## config.mk

```make
export PLATFORM = sky130hd
export DESIGN_NAME = apb_eeprom_regs
export DESIGN_NICKNAME = d
export VERILOG_FILES = /design/src/common/eeprom_pkg.sv /design/src/common/apb_regs_pkg.sv /design/src/verilog/apb_eeprom_regs.sv
export SDC_FILE = /design/constraint.sdc
export NUM_CORES = 1
export LEC_CHECK = 0
export ABC_CLOCK_PERIOD_IN_PS = 3400
export BUFFER_PORTS_ARGS = -buffer_cell sky130_fd_sc_hd__clkbuf_2
export CORE_MARGIN = 2
export CORE_UTILIZATION = 41
export CTS_BUF_LIST = sky130_fd_sc_hd__clkbuf_8
export DETAILED_ROUTE_END_ITERATION = 12
export PLACE_DENSITY = 0.84
export REMOVE_ABC_BUFFERS = 1
export SKIP_CTS_REPAIR_TIMING = 1
export SYNTH_ARGS = -nofsm -noshare
export SYNTH_HDL_FRONTEND = slang
export SYNTH_SLANG_ARGS = --single-unit
```

## constraint.sdc

```tcl
create_clock -name CLK -period 3.4 [get_ports CLK]
set_input_delay 0.51 -clock CLK [delete_from_list [all_inputs] [get_ports CLK]]
set_output_delay 0.51 -clock CLK [all_outputs]
set_load 0.005 [all_outputs]
```

## src/common/eeprom_pkg.sv

```systemverilog
`default_nettype none

package eeprom_pkg;

    typedef logic [10:0] eeprom_addr_t;   // 2 KB, bits 10:8 go in the control byte
    typedef logic [7:0]  eeprom_byte_t;

    typedef enum logic
    {
        OP_WRITE = 1'b0,
        OP_READ  = 1'b1
    } eeprom_op_t;

    // bit engine commands
    typedef enum logic [1:0]
    {
        CMD_START = 2'd0,
        CMD_STOP  = 2'd1,
        CMD_WRITE = 2'd2,
        CMD_READ  = 2'd3
    } bit_cmd_t;

    localparam logic [3:0] DEV_TYPE = 4'b1010;

    localparam int SCL_QUARTER = 4;   // CLK cycles per quarter SCL period, 2 or more
    localparam int QCNT_W      = $clog2(SCL_QUARTER);

endpackage

`default_nettype wire

```

## src/common/apb_regs_pkg.sv

```systemverilog
`default_nettype none

package apb_regs_pkg;

    typedef logic [7:0]  apb_addr_t;
    typedef logic [31:0] apb_data_t;

    localparam apb_addr_t REG_CTRL   = 8'h00;
    localparam apb_addr_t REG_ADDR   = 8'h04;
    localparam apb_addr_t REG_WDATA  = 8'h08;
    localparam apb_addr_t REG_RDATA  = 8'h0C;   // read only
    localparam apb_addr_t REG_STATUS = 8'h10;

    localparam int CTRL_START_BIT = 0;
    localparam int CTRL_READ_BIT  = 1;

    localparam int STAT_BUSY_BIT = 0;
    localparam int STAT_DONE_BIT = 1;   // sticky
    localparam int STAT_NACK_BIT = 2;   // sticky

endpackage

`default_nettype wire

```

## src/verilog/apb_eeprom_regs.sv

```systemverilog
`timescale 1ns/1ps
`default_nettype none

module apb_eeprom_regs (
    input  wire                           CLK,
    input  wire                           RESET,
    input  wire                           psel,
    input  wire                           penable,
    input  wire                           pwrite,
    input  wire apb_regs_pkg::apb_addr_t  paddr,
    input  wire apb_regs_pkg::apb_data_t  pwdata,
    output apb_regs_pkg::apb_data_t       prdata,
    output logic                          pready,
    output logic                          pslverr,
    output logic                          go,
    output eeprom_pkg::eeprom_op_t        op,
    output eeprom_pkg::eeprom_addr_t      addr,
    output eeprom_pkg::eeprom_byte_t      wdata,
    input  wire                           busy,
    input  wire                           done,
    input  wire                           nack,
    input  wire eeprom_pkg::eeprom_byte_t rdata
);
    import apb_regs_pkg::*;
    import eeprom_pkg::*;

    logic         access;
    logic         wr_access;
    logic         start_req;
    logic         mapped;
    logic         done_r;
    logic         nack_r;
    eeprom_byte_t rdata_r;

    assign access    = psel && penable;
    assign wr_access = access && pwrite;
    assign start_req = wr_access && (paddr == REG_CTRL) && pwdata[CTRL_START_BIT];
    assign go        = start_req && !busy;
    assign pready    = 1'b1;   // zero wait
    assign pslverr   = access && (!mapped || (start_req && busy));

    always_comb
    begin
        mapped = 1'b1;
        prdata = '0;
        case (paddr)
            REG_CTRL:   prdata[CTRL_READ_BIT] = op;
            REG_ADDR:   prdata[$bits(eeprom_addr_t)-1:0] = addr;
            REG_WDATA:  prdata[$bits(eeprom_byte_t)-1:0] = wdata;
            REG_RDATA:  prdata[$bits(eeprom_byte_t)-1:0] = rdata_r;
            REG_STATUS:
            begin
                prdata[STAT_BUSY_BIT] = busy;
                prdata[STAT_DONE_BIT] = done_r;
                prdata[STAT_NACK_BIT] = nack_r;
            end
            default:    mapped = 1'b0;
        endcase
    end

    always_ff @(posedge CLK)
    begin
        if (RESET)
        begin
            op     <= OP_WRITE;
            done_r <= 1'b0;
            nack_r <= 1'b0;
        end
        else if (go)
        begin
            op     <= eeprom_op_t'(pwdata[CTRL_READ_BIT]);
            done_r <= 1'b0;   // new transaction clears sticky bits
            nack_r <= 1'b0;
        end
        else if (done)
        begin
            done_r <= 1'b1;
            nack_r <= nack;
        end
    end

    // address and data stay frozen while a transaction runs
    always_ff @(posedge CLK)
    begin
        if (wr_access && !busy && (paddr == REG_ADDR))
            addr <= pwdata[$bits(eeprom_addr_t)-1:0];
        if (wr_access && !busy && (paddr == REG_WDATA))
            wdata <= pwdata[$bits(eeprom_byte_t)-1:0];
        if (done)
            rdata_r <= rdata;
    end

endmodule

`default_nettype wire

```

==> impl_metrics.csv <==
group,metric,value,unit
detailed_routing,wl,3280,um
timing,rsz0062_at_grt,"no",
hold_path,min_path_type,"in2reg",
yosys,syn_area,1480,um2
yosys,synth-seq-cells,30,
floorplanning,die_area,4090,um2
power_and_ir_drop,power,729,uW
critical_path,slowest_stage,"or4_4",
cells_and_area,multi_input_area,500,um2
clocking,cts_tree,"built",
cells_and_area,final_cell_mix,"clkbuf_2, edfxtp_1, conb_1",
power_and_ir_drop,leakagePower,0.000826,uW
flow_run,max_cap_violations,0,
clocking,cts_buffer_depth,2,
floorplanning,fp-row-count,21,
detailed_routing,via_count,1102,
clocking,numCtsBuffers,5,
critical_path,path_common_cell,"clkbuf_2",
yosys,postSynthCellCount,114,
placed_design,dp_hpwl,2560,um
critical_path,path_max_fanout,6,
critical_path,regToRegSetupSlack,2790,ps
floorplanning,initial_core_util,43.5,%
yosys,syn_area_per_cell,12.9,um2
power_and_ir_drop,power_density,390,nW/um2
critical_path,critPathLaunchType,"primary input",
timing,finalSetupTns,0,ps
critical_path,crit_buf_inv,2,
critical_path,setup.worst_path.end_class,"output pin",
clocking,clkLatencyLatePin,260,ps
timing,drv_slew,0,
yosys,yosysWarnings,0,
global_routing,track_usage,16.7,%
placed_design,port_buffers,67,
critical_path,reg2regPathDepth,2,
timing,fmax,392,MHz
outcome,status,"complete, no violations",
cells_and_area,nFillCells,284,
detailed_routing,drt_iter0_markers,23,
detailed_routing,viasPerCell,4.73,
hold_path,hold_path_startpoint,"rdata[5]",
hold_path,min_to,"rdata_r[5]",
timing,setup_violations,0,
timing,hold_ws,415,ps
global_routing,grt_start_max_net_pins,16,
detailed_routing,antenna_left,0,
detailed_routing,drc,0,
cells_and_area,layout-drive-gt1-share,48.1,%
timing,relSlewSlack,66.9,%
clocking,htree_levels,2,
timing,fin_crit,2550,ps
critical_path,worst_path_dominant_cell_family,"simple AND/OR/NAND/NOR gates",
global_routing,grt-ovfl-total,0,
timing,tightest_slew,492,ps
placed_design,place_congestion,0.796,
floorplanning,die_w,64.0,um
power_and_ir_drop,irDropWorstVdd,0.292,mV
cells_and_area,num-nets-final,242,
detailed_routing,drt-pass1-iter-count,4,
cells_and_area,final_area,1870,um2
timing,clock_skew,0,ps
cells_and_area,synthToLayoutAreaGrowth,26.6,%
yosys,synth_cell_types,29,
global_routing,grt_pass1_wl,5110,um
floorplanning,die_h,64.0,um
detailed_routing,wire_per_inst,14.1,um
cells_and_area,diodes,0,
clocking,path_clk_slew,60,ps
placed_design,place_area,1790,um2
clocking,cts-root-buf,"clkbuf_8",
floorplanning,core_area,3390,um2
clocking,cts.sinks,30,
critical_path,crit_type,"in2out",
critical_path,cp_slowest_stage_delay,590,ps
critical_path,crit_arrival,2040,ps
timing,fin_crit_sh,75.0,%
yosys,synthFlopType,"edfxtp_1",
critical_path,worstPathCellList,"clkbuf_2, or4_4, or3_4, nor3b_2, a221o_2, clkbuf_2",
yosys,ys_seq_area_share,59.0,%
global_routing,grt_pass1_vias,1090,
critical_path,r2r_end,"nack_r",
yosys,synth-async-reset-ratio,0,%
cells_and_area,final_common_cell,"clkbuf_2",
critical_path,r2r-start,"nack_r",
yosys,synth_edf_count,27,
critical_path,worstPathRequired,2890,ps
timing,finalHoldViolCount,0,
hold_path,hold_depth,1,
floorplanning,pin_count,111,
cells_and_area,seq_area,871,um2
global_routing,antenna_found_initial,0,
report_power, final:
part	switching, uW	internal, uW	total [uW]
Sequential	2.57	412	414
Clock	116	137	253
Combinational	34.0	28.3	62.3
cells in the mapped netlist, types with 2 or more instances:
master / n / share of area, %
nor2b_1: 3 / 1.3
nand2_1: 3 / 0.76
edfxtp_1: 27 / 55
nor3_1: 3 / 1.0
dfxtp_1: 3 / 4.1
nor2_1: 12 / 3.1
buf_4: 22 / 11
mux2i_1: 5 / 3.4
and2_1: 3 / 1.3
or2_2: 2 / 0.85
o22ai_1: 2 / 0.85
conb_1: 2 / 0.51
mux2_2: 5 / 3.8
a22oi_1: 7 / 3.6
cell type report:
| type | count | share of cell area, % |
|---|---|---|
| multi-input combinational | 79 | 26.8 |
| timing repair buffer | 70 | 19.2 |
| tap | 46 | 3.08 |
| clock inverter | 3 | 0.670 |
| clock buffer | 5 | 3.68 |
| sequential | 30 | 46.6 |
worst register-to-register path, cell delays in order, from the launching register on:
cell	delay (ps)
dfxtp_1	320
mux2i_1	120
nor3_1	50
metal layers:
metal / global-route usage (%) / vias to the layer above / part of all wire, %
met5: 0 / - / 0
met1: 19.4 / 507 / 41
met2: 28.9 / 75 / 50
met4: 5.43 / 0 / 0.76
met3: 5.28 / 4 / 8.6
li1: - / 516 / -
sequential cells by signal, summed over array words and instances, names as in the netlist:
register  flops
op            1
nack_r        1
rdata_r       8
done_r        1
wdata         8
addr         11
worst max-delay path by stage:
stage / from / end / cells after the start
2_1_floorplan: paddr[7] / addr[0] / 2
3_3_place_gp: paddr[7] / prdata[1] / 6
6_report: paddr[7] / prdata[1] / 6
5_1_grt: paddr[7] / prdata[1] / 6
3_5_place_dp: paddr[7] / prdata[1] / 6
4_1_cts: paddr[7] / prdata[1] / 6
through the flow:
stage | util, % | setup WS, ps | cells
global placement | 52.7 | 856 | 225
floorplan | - | 695 | 109
CTS | 55.1 | 843 | 233
global route | 55.1 | 774 | 233
detailed placement | 52.7 | 843 | 225
finish | 55.1 | 851 | 233
cell families after synthesis:
group / after synthesis / synth area share (%)
buffers and inverters: 25 / 12.6
multiplexers: 10 / 7.21
AND/OR/NAND/NOR: 35 / 14.5
AO/OA/AOI/OAI: 12 / 6.19
other: 2 / 0.509
flip-flops: 30 / 59.0
Power figures use the tool's default switching activity.
