**config.mk**
```make
export PLATFORM = sky130hd
export DESIGN_NAME = eeprom_sequencer_flat
export DESIGN_NICKNAME = d
export VERILOG_FILES = /design/src/common/eeprom_pkg.sv /design/src/common/i2c_bit_if.sv /design/src/eeprom_ctrl/eeprom_sequencer.sv /design/src/flat_wrapper.sv
export SDC_FILE = /design/constraint.sdc
export NUM_CORES = 1
export LEC_CHECK = 0
export BUFFER_PORTS_ARGS = -buffer_cell sky130_fd_sc_hd__buf_2
export CAP_MARGIN = 15
export CORE_MARGIN = 5
export CORE_UTILIZATION = 25
export CTS_BUF_LIST = sky130_fd_sc_hd__clkbuf_2 sky130_fd_sc_hd__clkbuf_4 sky130_fd_sc_hd__clkbuf_8
export CTS_CLUSTER_DIAMETER = 50
export CTS_CLUSTER_SIZE = 16
export DETAILED_ROUTE_END_ITERATION = 12
export GPL_TIMING_DRIVEN = 0
export SYNTH_ARGS = -nofsm -noshare
export SYNTH_HDL_FRONTEND = slang
export SYNTH_SLANG_ARGS = --single-unit
```
**constraint.sdc**
```tcl
create_clock -name CLK -period 6.55 [get_ports CLK]
set_clock_uncertainty 0.1 [all_clocks]
set_input_delay 0.655 -clock CLK [delete_from_list [all_inputs] [get_ports CLK]]
set_output_delay 0.655 -clock CLK [all_outputs]
set_load 0.05 [all_outputs]
```
**src/common/eeprom_pkg.sv**
```systemverilog
`default_nettype none

package eeprom_pkg;

    typedef logic [10:0] eeprom_addr_t;   // 2 KB, bits 10:8 go in the control byte
    typedef logic [7:0]  eeprom_byte_t;

    typedef enum logic
    {
        OP_WRITE = 1'b0,
        OP_READ  = 1'b1
    } eeprom_op_t;

    // bit engine commands
    typedef enum logic [1:0]
    {
        CMD_START = 2'd0,
        CMD_STOP  = 2'd1,
        CMD_WRITE = 2'd2,
        CMD_READ  = 2'd3
    } bit_cmd_t;

    localparam logic [3:0] DEV_TYPE = 4'b1010;

    localparam int SCL_QUARTER = 4;   // CLK cycles per quarter SCL period, 2 or more
    localparam int QCNT_W      = $clog2(SCL_QUARTER);

endpackage

`default_nettype wire

```
**src/common/i2c_bit_if.sv**
```systemverilog
`timescale 1ns/1ps
`default_nettype none

interface i2c_bit_if;
    import eeprom_pkg::*;

    bit_cmd_t     cmd;
    eeprom_byte_t tx_byte;
    logic         tx_nack;   // ack bit the master sends after a read byte
    logic         valid;
    logic         ready;     // one cycle, command finished
    eeprom_byte_t rx_byte;
    logic         rx_nack;   // sampled ack bit of the last byte slot

    modport seq (
        output cmd, tx_byte, tx_nack, valid,
        input  ready, rx_byte, rx_nack
    );

    modport eng (
        input  cmd, tx_byte, tx_nack, valid,
        output ready, rx_byte, rx_nack
    );

endinterface

`default_nettype wire

```
**src/eeprom_ctrl/eeprom_sequencer.sv**
```systemverilog
`timescale 1ns/1ps
`default_nettype none

module eeprom_sequencer (
    input  wire                           CLK,
    input  wire                           RESET,
    input  wire                           go,
    input  wire eeprom_pkg::eeprom_op_t   op,
    input  wire eeprom_pkg::eeprom_addr_t addr,
    input  wire eeprom_pkg::eeprom_byte_t wdata,
    output logic                          busy,
    output logic                          done,
    output logic                          nack,
    output eeprom_pkg::eeprom_byte_t      rdata,
    i2c_bit_if.seq                        bus
);
    import eeprom_pkg::*;

    typedef enum logic [8:0]
    {
        S_IDLE   = 9'b0_0000_0001,
        S_START  = 9'b0_0000_0010,
        S_CTRL_W = 9'b0_0000_0100,
        S_ADDR   = 9'b0_0000_1000,
        S_DATA_W = 9'b0_0001_0000,
        S_RSTART = 9'b0_0010_0000,
        S_CTRL_R = 9'b0_0100_0000,
        S_DATA_R = 9'b0_1000_0000,
        S_STOP   = 9'b1_0000_0000
    } state_t;

    state_t       state;
    bit_cmd_t     cmd_next;
    eeprom_byte_t byte_next;
    logic         launch;
    logic         ack_fail;

    // one command per state, issued while valid is low
    assign launch   = (state != S_IDLE) && !bus.valid;
    assign ack_fail = bus.rx_nack && (bus.cmd == CMD_WRITE);
    assign busy     = (state != S_IDLE) || done;

    always_comb
    begin
        cmd_next  = CMD_WRITE;
        byte_next = '0;
        case (state)
            S_START, S_RSTART: cmd_next = CMD_START;
            S_CTRL_W: byte_next = {DEV_TYPE, addr[10:8], 1'b0};
            S_ADDR:   byte_next = addr[7:0];
            S_DATA_W: byte_next = wdata;
            S_CTRL_R: byte_next = {DEV_TYPE, addr[10:8], 1'b1};
            S_DATA_R: cmd_next = CMD_READ;
            S_STOP:   cmd_next = CMD_STOP;
            default:  ;
        endcase
    end

    always_ff @(posedge CLK)
    begin
        if (RESET)
        begin
            state     <= S_IDLE;
            bus.valid <= 1'b0;
            done      <= 1'b0;
            nack      <= 1'b0;
        end
        else
        begin
            done <= 1'b0;
            if (state == S_IDLE)
            begin
                if (go)
                begin
                    nack  <= 1'b0;
                    state <= S_START;
                end
            end
            else if (launch)
                bus.valid <= 1'b1;
            else if (bus.ready)
            begin
                bus.valid <= 1'b0;
                if (ack_fail)
                    nack <= 1'b1;   // slave refused a byte
                case (state)
                    S_START:  state <= S_CTRL_W;
                    S_CTRL_W: state <= ack_fail ? S_STOP : S_ADDR;
                    S_ADDR:
                    begin
                        if (ack_fail)
                            state <= S_STOP;
                        else if (op == OP_READ)
                            state <= S_RSTART;
                        else
                            state <= S_DATA_W;
                    end
                    S_DATA_W: state <= S_STOP;
                    S_RSTART: state <= S_CTRL_R;
                    S_CTRL_R: state <= ack_fail ? S_STOP : S_DATA_R;
                    S_DATA_R: state <= S_STOP;
                    S_STOP:
                    begin
                        state <= S_IDLE;
                        done  <= 1'b1;
                    end
                    default:  state <= S_IDLE;
                endcase
            end
        end
    end

    always_ff @(posedge CLK)
    begin
        if (launch)
        begin
            bus.cmd     <= cmd_next;
            bus.tx_byte <= byte_next;
            bus.tx_nack <= (state == S_DATA_R);   // single byte read ends with NACK
        end
        if (bus.ready && (state == S_DATA_R))
            rdata <= bus.rx_byte;
    end

endmodule

`default_nettype wire

```
**src/flat_wrapper.sv**
```systemverilog
// flat-port wrapper written by rule: the top's interface ports become plain ports
module eeprom_sequencer_flat import eeprom_pkg::*;
  (CLK, RESET, go, op, addr, wdata, busy, done, nack, rdata, bus_cmd, bus_tx_byte, bus_tx_nack, bus_valid, bus_ready, bus_rx_byte, bus_rx_nack);
  i2c_bit_if bus_i ();
  input  wire CLK;
  input  wire RESET;
  input  wire go;
  input  wire eeprom_pkg::eeprom_op_t op;
  input  wire eeprom_pkg::eeprom_addr_t addr;
  input  wire eeprom_pkg::eeprom_byte_t wdata;
  output logic busy;
  output logic done;
  output logic nack;
  output eeprom_pkg::eeprom_byte_t rdata;
  output wire logic [$bits(bus_i.cmd)-1:0] bus_cmd;
  output wire logic [$bits(bus_i.tx_byte)-1:0] bus_tx_byte;
  output wire logic [$bits(bus_i.tx_nack)-1:0] bus_tx_nack;
  output wire logic [$bits(bus_i.valid)-1:0] bus_valid;
  input wire logic [$bits(bus_i.ready)-1:0] bus_ready;
  input wire logic [$bits(bus_i.rx_byte)-1:0] bus_rx_byte;
  input wire logic [$bits(bus_i.rx_nack)-1:0] bus_rx_nack;
  assign bus_cmd = bus_i.cmd;
  assign bus_tx_byte = bus_i.tx_byte;
  assign bus_tx_nack = bus_i.tx_nack;
  assign bus_valid = bus_i.valid;
  assign bus_i.ready = bus_ready;
  assign bus_i.rx_byte = bus_rx_byte;
  assign bus_i.rx_nack = bus_rx_nack;
  eeprom_sequencer u_core (.CLK(CLK), .RESET(RESET), .go(go), .op(op), .addr(addr), .wdata(wdata), .busy(busy), .done(done), .nack(nack), .rdata(rdata), .bus(bus_i));
endmodule
```
==> run_results.csv <==
group,metric,value,unit
status,status,"complete, no violations",
grt,grt_use_total,9.94,%
drt,drt_pass1_iterations,4,
critical_path,r2r-end,"u_core.bus.tx_byte[3]",
critical_path,worstSetupStartpointType,"register",
power_and_ir_drop,power.switching,0.264,mW
cts,cts_sinks,31,
timing,slew_violations,0,
synth,synth_fp_nets,175,
floorplan,start_util,25.9,%
final_layout,fill_cells,621,
floorplan,fp-row-count,28,
final_layout,nets,237,
synth,synth_cell_types,44,
timing,worst_slew_pin_slew,868,ps
floorplan,dieArea,7880,sq um
power_and_ir_drop,p_int,0.418,mW
timing,slew_headroom,41.9,%
critical_path,arrival,2100,ps
cts,ctsLongestPathBuffers,2,
cts,ctsHoldBuffers,0,
grt,grt_antenna_before_repair,0,
critical_path,crit_required,5790,ps
critical_path,max_stage_delay,460,ps
min_path,hp-start,"bus_rx_byte[4]",
cts,clk_latency,280,ps
drt,via_per_inst,4.80,
drt,wl_per_cell,13.4,um
synth,synth_edf_count,19,
power_and_ir_drop,netSwitchingFraction,38.7,%
synth,syn_area_per_cell,10.9,sq um
timing,maxClockFrequency,350,MHz
grt,grt_pass1_vias,1231,
drt,drtIter0Drc,156,
drt,via_count,1343,
grt,grt_max_degree,12,
critical_path,reg2regPathDepth,6,
run,max_cap_viol_count,0,
grt,gr-total-overflow,0,
timing,fin_crit,2860,ps
critical_path,critical_path_class,"register to output port",
drt,postRouteAntennaNets,0,
min_path,worst_hold_path_type,"input port to register",
placement,gp_congestion,0.841,
drt,wl_met3,330,um
power_and_ir_drop,clockPowerShare,26.4,%
placement,io_buffers,55,
cts,path_clk_slew,70,ps
synth,synth_area,1550,sq um
cts,cts_setup_buffers,0,
power_and_ir_drop,p_leak,0.828,nW
synth,netlist_instances,142,
critical_path,critPathCaptureType,"output port",
final_layout,antenna_cells,0,
critical_path,cp_num_buf_inv,3,
critical_path,r2r-start,"u_core.state[2]",
floorplan,core,5990,sq um
timing,period_share,43.7,%
power_and_ir_drop,ir_worst_vdd,0.000184,V
power_and_ir_drop,pwr-share-comb,36.2,%
timing,timing.setup.tns,0,ps
final_layout,most-common-layout-cells,"56 x buf_2, 19 x edfxtp_1, 12 x dfxtp_1",
critical_path,path_cells,"clkbuf_1 > or4_4 > buf_6 > nor4_2 > nand2b_1 > buf_2",
synth,synthTopCellsByArea,"edfxtp_1 37%, dfxtp_1 15%, nand4b_1 2.8%",
floorplan,die-width,88.8,um
cts,cts-resized-gates,0,
min_path,holdPathStages,1,
timing,setup_viol,0,
cts,root_buffer,"clkbuf_8",
drt,dr.max_layer_used,"met4",
synth,ys_ff_latch,31,
final_layout,layout-drive-gt1-share,38.5,%
floorplan,ios,56,
placement,dpl.hpwl,2950,um
synth,synthFlopType,"edfxtp_1",
power_and_ir_drop,finalPower,0.683,mW
power_and_ir_drop,cellPowerDensity,337,nW/um^2
min_path,hold-path-endpoint,"u_core.rdata[4]",
synth,yosysWarnings,0,
final_layout,areaGrowthSynthToFinish,30.7,%
synth,netlist.area_leader.share,36.8,%
cts,h-tree-depth,2,
synth,seq_area_frac_synth,52.3,%
final_layout,layout_commonest_cell,"buf_2",
timing,hold_violations,0,
timing,rsz0062_at_grt,"no",
drt,met1Wirelength,1570,um
synth,synth-async-reset-ratio,0,%
cts,cts_inserted_buffers,5,
drt,drc,0,
power_and_ir_drop,seqPwrFrac,37.4,%
grt,grt_pass1_wl,5930,um
critical_path,critPathMaxFanout,10,
critical_path,path_delay_family,"simple AND/OR/NAND/NOR gates",
critical_path,worst_path_max_delay_cell,"or4_4",
drt,wl_met2,1780,um
critical_path,reg2reg_slack,4100,ps
drt,wirelength,3750,um
cts,cts_tree,"done",
synth,yosysTopAreaCell,"edfxtp_1",
floorplan,die_h,88.8,um
==> cell type report <==
type / count / area, sq um / share of cell area [%]
flip-flops and latches: 31 / 811 / 40.0
multi-input cells: 93 / 657 / 32.4
repair buffers: 55 / 275 / 13.6
well taps: 75 / 93.8 / 4.63
clock buffers: 5 / 68.8 / 3.39
plain buffers: 12 / 61.3 / 3.02
clock inverters: 3 / 38.8 / 1.91
inverters: 6 / 22.5 / 1.11
==> per-layer routing <==
metal  global-route usage [%]  up-vias
met5                        0        -
met4                     4.53        0
met3                     3.63        6
met2                     15.6       49
met1                     12.1      615
li1                         -      673
==> kinds of logic after synthesis <==
| family | count (synthesis) | synth area share, % |
|---|---|---|
| simple gates | 58 | 23.8 |
| flops | 31 | 52.3 |
| compound gates | 30 | 15.7 |
| buf+inv | 18 | 5.40 |
| xor+xnor | 5 | 2.82 |
==> worst max-delay path by stage <==
stage                       to  cells after the start  slack, ps             from
after detailed placement  busy                      6       3990  u_core.state[1]
after floorplan           busy                      5       4070  u_core.state[4]
after global placement    busy                      6       4000  u_core.state[1]
after CTS                 busy                      6       3670  u_core.state[1]
after global routing      busy                      6       3560  u_core.state[1]
final                     busy                      6       3690  u_core.state[1]
==> power groups by stage <==
stage	sequential, mW	combinational (mW)	clock, mW
6_report	0.255	0.247	0.180
5_1_grt	0.259	0.266	0.193
4_1_cts	0.256	0.249	0.186
3_5_place_dp	0.260	0.249	0
3_3_place_gp	0.259	0.249	0
2_1_floorplan	0.344	0.105	0
==> Yosys cell counts, types with 4 or more instances <==
cell      count
a21oi_1       4
a22oi_1       4
clkbuf_1      9
dfxtp_1      12
edfxtp_1     19
inv_1         5
nand2_1       8
nand2b_1      4
nand3_1       4
nand4b_1      5
nor2_1        7
nor3_1        5
nor4_1        5
==> state kept, by name, summed over array words and instances (netlist names) <==
signal,cells
u_core.state,9
u_core.bus.tx_byte,8
u_core.rdata,8
u_core.bus.cmd,2
u_core.bus.tx_nack,1
u_core.bus.valid,1
u_core.done,1
u_core.nack,1
==> metrics by stage <==
stage / std cells / hold WS (ps) / setup slack, ps / cell area [sq um] / utilization, %
4_1_cts: 280 / 433 / 3670 / 2030 / 33.9
3_5_place_dp: 272 / 426 / 3990 / 1920 / 32.1
2_1_floorplan: 142 / 438 / 4070 / 1550 / -
6_report: 280 / 443 / 3690 / 2030 / 33.9
3_3_place_gp: 272 / 400 / 4000 / 1920 / 32.1
5_1_grt: 280 / 436 / 3560 / 2030 / 33.9
(Power assumes the default switching activity.)
